## src/common/h80_pkg.sv

```systemverilog
package h80_pkg;

   // widths
   localparam int word_w = 16;
   localparam int flag_w = 4;

   typedef logic [word_w-1:0] word_t;
   typedef logic [3:0]        reg_num_t;
   typedef logic [flag_w-1:0] flags_t;

   // special registers
   localparam reg_num_t reg_flag = 4'd14;
   localparam reg_num_t reg_pc   = 4'd15;

   // bit positions in the flag register
   localparam int flag_zero     = 0;
   localparam int flag_carry    = 1;
   localparam int flag_sign     = 2;
   localparam int flag_overflow = 3;

   localparam word_t pc_step = 16'd2;   // one instruction word

   // three-register ops, value is the opcode nibble
   typedef enum logic [3:0] {
      alu_add = 4'h8,
      alu_sub = 4'h9,
      alu_and = 4'hc,
      alu_or  = 4'hd,
      alu_xor = 4'he,
      alu_cp  = 4'hf
   } alu_op_t;

   // opcode nibbles
   localparam logic [3:0] op_ctl   = 4'h0;
   localparam logic [3:0] op_ld_lo = 4'h1;
   localparam logic [3:0] op_ld_hi = 4'h2;
   localparam logic [3:0] op_mem   = 4'h3;

   // command field of the 0x3 format
   localparam logic [2:0] cmd_write_w = 3'b000;
   localparam logic [2:0] cmd_read_w  = 3'b001;
   localparam logic [2:0] cmd_mov_ab  = 3'b110;   // reg[b] = reg[a]
   localparam logic [2:0] cmd_mov_ba  = 3'b111;   // reg[a] = reg[b]

   // control group, opcode nibble 0
   localparam word_t      ins_halt  = 16'h0001;
   localparam logic [7:0] ctl_jp_r  = 8'h01;
   localparam logic [3:0] sel_jp_r  = 4'he;       // 0x01er
   localparam logic [7:0] ctl_jp_f  = 8'h03;      // 0x030x..0x037x

   // one instruction word, several field layouts
   typedef union packed {
      struct packed {
         logic [3:0] op;
         reg_num_t   d;
         reg_num_t   a;
         reg_num_t   b;
      } rrr;
      struct packed {
         logic [3:0] op;
         reg_num_t   d;
         logic [7:0] imm;
      } imm;
      struct packed {
         logic [3:0] op;
         logic [2:0] cmd;
         logic       io;
         reg_num_t   a;
         reg_num_t   b;
      } mem;
      struct packed {
         logic [7:0] hi;
         logic       mode;   // 1 selects the relative forms
         logic       pol;    // 1 jumps on flag true
         logic [1:0] fsel;
         reg_num_t   r;
      } ctl;
   } ins_u;

endpackage

```

## src/common/h80_rf_if.sv

```systemverilog
`timescale 1ns/1ps

interface h80_rf_if;

   h80_pkg::reg_num_t rd_a;
   h80_pkg::reg_num_t rd_b;
   logic              wr_en;
   h80_pkg::reg_num_t wr_num;
   h80_pkg::word_t    wr_data;
   logic              flag_en;
   h80_pkg::flags_t   flag_data;
   logic              pc_en;
   h80_pkg::word_t    pc_data;
   h80_pkg::word_t    a_data;
   h80_pkg::word_t    b_data;
   h80_pkg::word_t    pc;
   h80_pkg::flags_t   flags;

   modport seq (output rd_a, rd_b, wr_en, wr_num, wr_data, flag_en, flag_data,
                       pc_en, pc_data,
                input  a_data, b_data, pc, flags);

   modport rf  (input  rd_a, rd_b, wr_en, wr_num, wr_data, flag_en, flag_data,
                       pc_en, pc_data,
                output a_data, b_data, pc, flags);

endinterface

```

## src/exec/h80_alu.sv

```systemverilog
`timescale 1ns/1ps

module h80_alu (
   input  h80_pkg::alu_op_t op,
   input  h80_pkg::word_t   a,
   input  h80_pkg::word_t   b,
   output h80_pkg::word_t   result,
   output h80_pkg::flags_t  flags
);

   localparam int msb = h80_pkg::word_w - 1;

   logic [h80_pkg::word_w:0] wide;   // carry or borrow in the top bit
   logic                     carry;
   logic                     overflow;

   always_comb begin
      case (op)
         h80_pkg::alu_add: wide = {1'b0, a} + {1'b0, b};
         h80_pkg::alu_sub,
         h80_pkg::alu_cp:  wide = {1'b0, a} - {1'b0, b};
         h80_pkg::alu_and: wide = {1'b0, a & b};
         h80_pkg::alu_or:  wide = {1'b0, a | b};
         h80_pkg::alu_xor: wide = {1'b0, a ^ b};
         default:          wide = '0;
      endcase
   end

   assign result = wide[msb:0];

   always_comb begin
      case (op)
         h80_pkg::alu_add: begin
            carry    = wide[h80_pkg::word_w];
            overflow = (a[msb] == b[msb]) && (result[msb] != a[msb]);
         end
         h80_pkg::alu_sub,
         h80_pkg::alu_cp: begin
            carry    = wide[h80_pkg::word_w];   // borrow
            overflow = (a[msb] != b[msb]) && (result[msb] != a[msb]);
         end
         default: begin
            // logic ops report even parity in the overflow bit
            carry    = 1'b0;
            overflow = ~^result;
         end
      endcase
   end

   always_comb begin
      flags                         = '0;
      flags[h80_pkg::flag_zero]     = (result == '0);
      flags[h80_pkg::flag_carry]    = carry;
      flags[h80_pkg::flag_sign]     = result[msb];
      flags[h80_pkg::flag_overflow] = overflow;
   end

endmodule

```

## src/exec/h80_sequencer.sv

```systemverilog
`timescale 1ns/1ps

module h80_sequencer (
   input  logic             clk,
   input  logic             reset,
   h80_rf_if.seq            rf,
   output h80_pkg::alu_op_t alu_op,
   output h80_pkg::word_t   alu_a,
   output h80_pkg::word_t   alu_b,
   input  h80_pkg::word_t   alu_result,
   input  h80_pkg::flags_t  alu_flags,
   output logic             mem_req,
   output logic             mem_we,
   output h80_pkg::word_t   mem_addr,
   output h80_pkg::word_t   mem_wdata,
   input  h80_pkg::word_t   mem_rdata,
   input  logic             mem_ready,
   output logic             halted
);

   typedef enum logic [1:0] {st_fetch, st_exec, st_mem, st_halt} state_t;

   state_t            state;
   h80_pkg::ins_u     ins_q;      // instruction being executed
   logic              dec_wr_en;
   h80_pkg::reg_num_t dec_wr_num;
   h80_pkg::word_t    dec_wr_data;
   logic              dec_flag_en;
   logic              jump;
   logic              mem_op;
   logic              mem_write;
   logic              halt_op;
   h80_pkg::word_t    next_pc;
   logic              load_done;

   assign load_done = (state == st_mem) && mem_ready && !mem_we;

   // decode of the latched word
   always_comb begin
      rf.rd_a     = ins_q.rrr.a;
      rf.rd_b     = ins_q.rrr.b;   // also mem.b and ctl.r
      alu_op      = h80_pkg::alu_op_t'(ins_q.rrr.op);
      alu_a       = rf.a_data;
      alu_b       = rf.b_data;
      dec_wr_en   = 1'b0;
      dec_wr_num  = ins_q.rrr.d;
      dec_wr_data = alu_result;
      dec_flag_en = 1'b0;
      jump        = 1'b0;
      mem_op      = 1'b0;
      mem_write   = (ins_q.mem.cmd == h80_pkg::cmd_write_w);
      halt_op     = 1'b0;
      case (ins_q.rrr.op)
         h80_pkg::op_ctl: begin
            if (ins_q == h80_pkg::ins_halt)
               halt_op = 1'b1;
            else if (ins_q.ctl.hi == h80_pkg::ctl_jp_r &&
                     {ins_q.ctl.mode, ins_q.ctl.pol, ins_q.ctl.fsel} == h80_pkg::sel_jp_r)
               jump = 1'b1;
            else if (ins_q.ctl.hi == h80_pkg::ctl_jp_f && !ins_q.ctl.mode)
               jump = (rf.flags[ins_q.ctl.fsel] == ins_q.ctl.pol);   // jp f / jpn f
         end
         h80_pkg::op_ld_lo: begin
            rf.rd_a     = ins_q.imm.d;
            dec_wr_en   = 1'b1;
            dec_wr_num  = ins_q.imm.d;
            dec_wr_data = {rf.a_data[15:8], ins_q.imm.imm};
         end
         h80_pkg::op_ld_hi: begin
            rf.rd_a     = ins_q.imm.d;
            dec_wr_en   = 1'b1;
            dec_wr_num  = ins_q.imm.d;
            dec_wr_data = {ins_q.imm.imm, rf.a_data[7:0]};
         end
         h80_pkg::op_mem: begin
            case (ins_q.mem.cmd)
               h80_pkg::cmd_read_w,
               h80_pkg::cmd_write_w: mem_op = !ins_q.mem.io;   // io space is gone
               h80_pkg::cmd_mov_ab: begin
                  dec_wr_en   = 1'b1;
                  dec_wr_num  = ins_q.mem.b;
                  dec_wr_data = rf.a_data;
               end
               h80_pkg::cmd_mov_ba: begin
                  dec_wr_en   = 1'b1;
                  dec_wr_num  = ins_q.mem.a;
                  dec_wr_data = rf.b_data;
               end
               default: ;
            endcase
         end
         h80_pkg::alu_add, h80_pkg::alu_sub, h80_pkg::alu_and,
         h80_pkg::alu_or, h80_pkg::alu_xor: begin
            dec_wr_en   = 1'b1;
            dec_flag_en = 1'b1;
         end
         h80_pkg::alu_cp: dec_flag_en = 1'b1;   // flags only
         default: ;                             // everything else is a nop
      endcase
      next_pc = rf.pc + h80_pkg::pc_step;
      if (jump)
         next_pc = rf.b_data;
      if (dec_wr_en && dec_wr_num == h80_pkg::reg_pc)
         next_pc = dec_wr_data;   // a write to r15 is a jump
   end

   // register file writes happen only in execute or at load completion
   always_comb begin
      rf.wr_en     = 1'b0;
      rf.wr_num    = dec_wr_num;
      rf.wr_data   = dec_wr_data;
      rf.flag_en   = 1'b0;
      rf.flag_data = alu_flags;
      rf.pc_en     = 1'b0;
      rf.pc_data   = next_pc;
      if (state == st_exec) begin
         rf.wr_en   = dec_wr_en;
         rf.flag_en = dec_flag_en;
         rf.pc_en   = 1'b1;
      end else if (load_done) begin
         rf.wr_en   = 1'b1;
         rf.wr_num  = ins_q.mem.a;   // r15 lands through the general write
         rf.wr_data = mem_rdata;
      end
   end

   always_ff @(posedge clk) begin
      if (reset) begin
         state   <= st_fetch;
         mem_req <= 1'b0;
         mem_we  <= 1'b0;
         halted  <= 1'b0;
      end else begin
         case (state)
            st_fetch: begin
               if (!mem_req) begin
                  mem_req <= 1'b1;   // first fetch after reset
                  mem_we  <= 1'b0;
               end else if (mem_ready) begin
                  mem_req <= 1'b0;
                  state   <= st_exec;
               end
            end
            st_exec: begin
               if (halt_op) begin
                  halted <= 1'b1;
                  state  <= st_halt;
               end else begin
                  mem_req <= 1'b1;
                  mem_we  <= mem_op && mem_write;
                  state   <= mem_op ? st_mem : st_fetch;
               end
            end
            st_mem: begin
               if (mem_ready) begin
                  mem_req <= 1'b1;   // straight into the next fetch
                  mem_we  <= 1'b0;
                  state   <= st_fetch;
               end
            end
            default: ;   // stays halted until reset
         endcase
      end
   end

   always_ff @(posedge clk) begin
      case (state)
         st_fetch: begin
            if (!mem_req)
               mem_addr <= rf.pc;
            else if (mem_ready)
               ins_q <= h80_pkg::ins_u'(mem_rdata);
         end
         st_exec: begin
            if (mem_op) begin
               mem_addr  <= rf.b_data;
               mem_wdata <= rf.a_data;
            end else begin
               mem_addr <= next_pc;
            end
         end
         st_mem: begin
            if (mem_ready)
               mem_addr <= (load_done && ins_q.mem.a == h80_pkg::reg_pc) ? mem_rdata : rf.pc;
         end
         default: ;
      endcase
   end

endmodule

```

## src/hdl/h80_core.sv

```systemverilog
`timescale 1ns/1ps

module h80_core (
   input  logic           clk,
   input  logic           reset,
   output logic           mem_req,
   output logic           mem_we,
   output h80_pkg::word_t mem_addr,
   output h80_pkg::word_t mem_wdata,
   input  h80_pkg::word_t mem_rdata,
   input  logic           mem_ready,
   output logic           halted
);

   h80_pkg::alu_op_t alu_op;
   h80_pkg::word_t   alu_a;
   h80_pkg::word_t   alu_b;
   h80_pkg::word_t   alu_result;
   h80_pkg::flags_t  alu_flags;

   h80_rf_if rf_bus ();

   h80_sequencer u_sequencer (
      .clk        (clk),
      .reset      (reset),
      .rf         (rf_bus.seq),
      .alu_op     (alu_op),
      .alu_a      (alu_a),
      .alu_b      (alu_b),
      .alu_result (alu_result),
      .alu_flags  (alu_flags),
      .mem_req    (mem_req),
      .mem_we     (mem_we),
      .mem_addr   (mem_addr),
      .mem_wdata  (mem_wdata),
      .mem_rdata  (mem_rdata),
      .mem_ready  (mem_ready),
      .halted     (halted)
   );

   h80_alu u_alu (
      .op     (alu_op),
      .a      (alu_a),
      .b      (alu_b),
      .result (alu_result),
      .flags  (alu_flags)
   );

   h80_regfile u_regfile (
      .clk   (clk),
      .reset (reset),
      .rf    (rf_bus.rf)
   );

endmodule

```

## src/hdl/h80_regfile.sv

```systemverilog
`timescale 1ns/1ps

module h80_regfile (
   input  logic  clk,
   input  logic  reset,
   h80_rf_if.rf  rf
);

   h80_pkg::word_t gpr [h80_pkg::reg_flag];   // r0..r13
   h80_pkg::word_t flag_q;
   h80_pkg::word_t pc_q;

   assign rf.a_data = (rf.rd_a == h80_pkg::reg_pc)   ? pc_q   :
                      (rf.rd_a == h80_pkg::reg_flag) ? flag_q : gpr[rf.rd_a];
   assign rf.b_data = (rf.rd_b == h80_pkg::reg_pc)   ? pc_q   :
                      (rf.rd_b == h80_pkg::reg_flag) ? flag_q : gpr[rf.rd_b];
   assign rf.pc     = pc_q;
   assign rf.flags  = flag_q[h80_pkg::flag_w-1:0];

   always_ff @(posedge clk) begin
      if (rf.wr_en && rf.wr_num < h80_pkg::reg_flag)
         gpr[rf.wr_num] <= rf.wr_data;
   end

   always_ff @(posedge clk) begin
      if (reset) begin
         pc_q   <= '0;
         flag_q <= '0;
      end else begin
         if (rf.pc_en)
            pc_q <= rf.pc_data;   // jump path wins
         else if (rf.wr_en && rf.wr_num == h80_pkg::reg_pc)
            pc_q <= rf.wr_data;
         if (rf.wr_en && rf.wr_num == h80_pkg::reg_flag)
            flag_q[h80_pkg::word_w-1:h80_pkg::flag_w] <=
               rf.wr_data[h80_pkg::word_w-1:h80_pkg::flag_w];
         if (rf.flag_en)
            flag_q[h80_pkg::flag_w-1:0] <= rf.flag_data;   // alu flags over move
         else if (rf.wr_en && rf.wr_num == h80_pkg::reg_flag)
            flag_q[h80_pkg::flag_w-1:0] <= rf.wr_data[h80_pkg::flag_w-1:0];
      end
   end

endmodule

```

## config.mk

```make
export PLATFORM = sky130hd
export DESIGN_NAME = h80_core
export DESIGN_NICKNAME = d
export VERILOG_FILES = /design/src/common/h80_pkg.sv /design/src/common/h80_rf_if.sv /design/src/exec/h80_alu.sv /design/src/exec/h80_sequencer.sv /design/src/hdl/h80_core.sv /design/src/hdl/h80_regfile.sv
export SDC_FILE = /design/constraint.sdc
export NUM_CORES = 1
export LEC_CHECK = 0
export ABC_AREA = 1
export BUFFER_PORTS_ARGS = -buffer_cell sky130_fd_sc_hd__buf_4
export CAP_MARGIN = 20
export CORE_UTILIZATION = 59
export CTS_BUF_LIST = sky130_fd_sc_hd__clkbuf_8
export CTS_CLUSTER_DIAMETER = 40
export DETAILED_ROUTE_END_ITERATION = 10
export MAX_ROUTING_LAYER = met4
export PLACE_DENSITY = 0.73
export SYNTH_ARGS = -nofsm -noshare
export SYNTH_HDL_FRONTEND = slang
export SYNTH_HIERARCHICAL = 1
export SYNTH_SLANG_ARGS = --single-unit
```

## constraint.sdc

```tcl
create_clock -name clk -period 6.8 [get_ports clk]
set_input_delay 1.36 -clock clk [delete_from_list [all_inputs] [get_ports clk]]
set_output_delay 1.36 -clock clk [all_outputs]
set_load 0.02 [all_outputs]
```

==> flow_metrics.tcl <==
set metrics [dict create \
    clk_transition_reported_paths_ps 60 \
    reg2reg_from "u_sequencer/ins_q[3]" \
    power_density_nw_per_um2 239 \
    preCtsSetupSlack_ps 746 \
    grt_max_degree 90 \
    placed_area_um2 21600 \
    drtAntennaViolNets 0 \
    ys.flop_type "edfxtp_1" \
    total_power_mw 5.44 \
    rsz0062_at_grt "no" \
    nets 2887 \
    period_share_pct 92.2 \
    hold_depth 2 \
    drt-wirelength-per-cell_um 23.0 \
    async_flop_share_pct 0 \
    syn_avg_cell_area_um2 7.48 \
    cts_buffer_depth 3 \
    synth_compound_area_share_pct 8.24 \
    synthCells 2780 \
    ys_ff_latch 309 \
    root_buffer "clkbuf_8" \
    syn_area_um2 20800 \
    post_cts_buffers 0 \
    hpwl_um 51900 \
    gp_congestion 1.03 \
    worstMarginPinSlew_ps 1020 \
    die_y_um 190 \
    r2r_setup_slack_ps 530 \
    hold_buffers 0 \
    synthSimpleGateAreaFrac_pct 32.7 \
    synth_mux_area_share_pct 0 \
    firstDrtPassIters 9 \
    antenna_found_initial 1 \
    fin_util_pct 65.7 \
    stdcell_area_um2 22800 \
    fin_crit_ps 6270 \
    viasPerCell 6.21 \
    cts_resized 0 \
    arrival_ps 6860 \
    slew_violations 0 \
    drt_iter0_drc 3264 \
    crit_top_cell "nand2_1" \
    grt.total_usage_pct 43.5 \
    syn_nets 2862 \
    num_vias 20500 \
    synth.distinct_cells 58 \
    die_area_um2 36000 \
    cp-end-kind "register" \
    grt_pass1_wl_um 113000 \
    critPathSlowestCell "edfxtp_1" \
    start_util_pct 60.0 \
    core.rowCount 68 \
    fin_setup_tns_ps 0 \
    grt_pass1_vias 18800 \
    path_class "reg -> reg" \
    worst_slack_ps 532 \
    synth_seq_area_share_pct 42.9 \
    critPathCapture "u_regfile/flag_q[3]" \
    slew_headroom_pct 31.6 \
    die_width_um 190 \
    start_kind "register" \
    syn2layout_area_growth_pct 9.53 \
    numPortBuffers 53 \
    critPathMaxFanout 11 \
    max_freq_ghz 0.160 \
    synth_edf_count 272 \
    cts_tree "done" \
    nFillCells 3002 \
    yosys.area_share.adder_pct 3.83 \
    cap_violations 0 \
    worstRegToRegCells 33 \
    critPathLaunch "u_sequencer/ins_q[3]" \
    peakVddDrop_v 0.000184 \
    hold_violations 0 \
    wirelength_um 76100 \
    p_leak_nw 10.1 \
    clk_latency_ps 710 \
    pin_count 54 \
    hp-class "reg -> reg" \
    status "completed" \
    synth_xor_area_share_pct 1.31 \
    required_ps 7390 \
    cp_top_family "simple AND/OR/NAND/NOR gates" \
    cts.sinks 309 \
    cts_buffers 56 \
    core_um2 34600 \
    finClkSkew_ps 49.1 \
    grt-ovfl-total 0 \
    slowest_delay_ps 650 \
    cp.buffers_inverters 4 \
    h-tree-depth 2 \
    drive_above_1_share_pct 11.4 \
    crit-reg2reg-capture "u_regfile/flag_q[3]" \
    worst-path-stages 33 \
    ys_warn_count 6 \
    synth_top_family_by_area "simple AND/OR/NAND/NOR gates" \
    setup_viol 0 \
    remaining_drc_errors 0 \
]
-- tightest hold or removal path: cells and delay by family (launching register included) --
kind | cells | cell delay, ps
flip-flops | 1 | 300
buffers and inverters | 1 | 80
AO/OA/AOI/OAI | 1 | 60
-- sequential cells by signal, indices dropped and copies added (netlist names) --
signal and cells:
u_regfile/rf.pc 16, u_regfile/flag_q 16, u_sequencer/mem_wdata 16, u_sequencer/mem_req 1, u_sequencer/state 2, u_sequencer/ins_q 16
u_regfile/gpr 224, u_sequencer/halted 1, u_sequencer/mem_addr 16, u_sequencer/mem_we 1
-- logic make-up after synthesis --
group	count (synthesis)
compound gates	312
xor+xnor	31
fa+ha+maj	63
buf+inv	499
flops	309
simple gates	1566
-- synthesized netlist by cell type, drive strengths merged (5+ instances only) --
cell | number | area share [%]
xor2 | 21 | 0.89
o21ai | 109 | 2.7
inv | 317 | 5.8
ha | 62 | 3.7
nand2 | 974 | 18
edfxtp | 272 | 39
nand4 | 38 | 1.2
nand3b | 27 | 0.98
xnor2 | 10 | 0.42
nor2 | 151 | 3.1
clkbuf | 39 | 0.71
nand3 | 349 | 8.5
dfxtp | 37 | 3.6
a21oi | 158 | 4.0
or2 | 5 | 0.15
buf | 140 | 4.5
nor3 | 13 | 0.42
a221oi | 10 | 0.42
a31oi | 21 | 0.63
o22ai | 5 | 0.15
-- cell type report --
class	count	area (um^2)	share of cell area, %
diodes	1	2.50	0.0110
clock buffers	58	798	3.51
clock inverters	47	360	1.58
inverters	320	1210	5.34
multi-input cells	1972	9650	42.4
flip-flops and latches	309	8910	39.1
well taps	455	569	2.50
repair buffers	146	1250	5.51
-- routing by layer --
layer | global-route usage [%] | routed length (um)
met1 | 58.9 | 29100
met2 | 60.5 | 31800
met3 | 10.5 | 10900
met4 | 21.9 | 4250
met5 | - | 0
-- power by group --
part	switching, mW	internal (mW)
Clock	0.845	0.992
Sequential	0.0359	2.18
Combinational	0.982	0.414
-- how the worst min path moves through the flow --
stage,start,endpoint
after floorplan,u_regfile/flag_q[15],u_regfile/flag_q[15]
after global placement,u_sequencer/halted,u_sequencer/halted
after detailed placement,u_regfile/flag_q[7],u_regfile/flag_q[7]
after CTS,u_regfile/flag_q[7],u_regfile/flag_q[7]
after global routing,u_regfile/flag_q[15],u_regfile/flag_q[15]
final,u_regfile/flag_q[13],u_regfile/flag_q[13]
-- through the flow --
stage / std cells / hold WS [ps]
after floorplan: 2780 / 449
after global placement: 3195 / 456
after detailed placement: 3201 / 471
after CTS: 3306 / 480
after global routing: 3308 / 510
final: 3308 / 489
-- placed cells by master, fill, tap and decap left out, types with 6 or more instances in the layout --
master    synthesis  routed
dfxtp_1          37      37
nand4_1          36      36
inv_2            15      15
ha_1             62      62
o21ai_0          96      86
buf_16            0       6
edfxtp_1        272     272
a21oi_1         145     145
a21oi_2          13      13
clkbuf_8          0      58
nor2_1          137     121
o21ai_1          11      19
xnor2_1          10      10
nor2_4            7       7
nor2_2            6      22
xor2_1           21      21
nand2_2          17      17
clkinv_2          1      10
inv_1           298     317
nand3_1         345     345
a31oi_1          21      21
a221oi_1         10      10
buf_4            68     137
nand2_1         952     952
clkinv_1          2      10
nand3b_1         27      27
nor3_1           10      10
(Power assumes the default switching activity.)
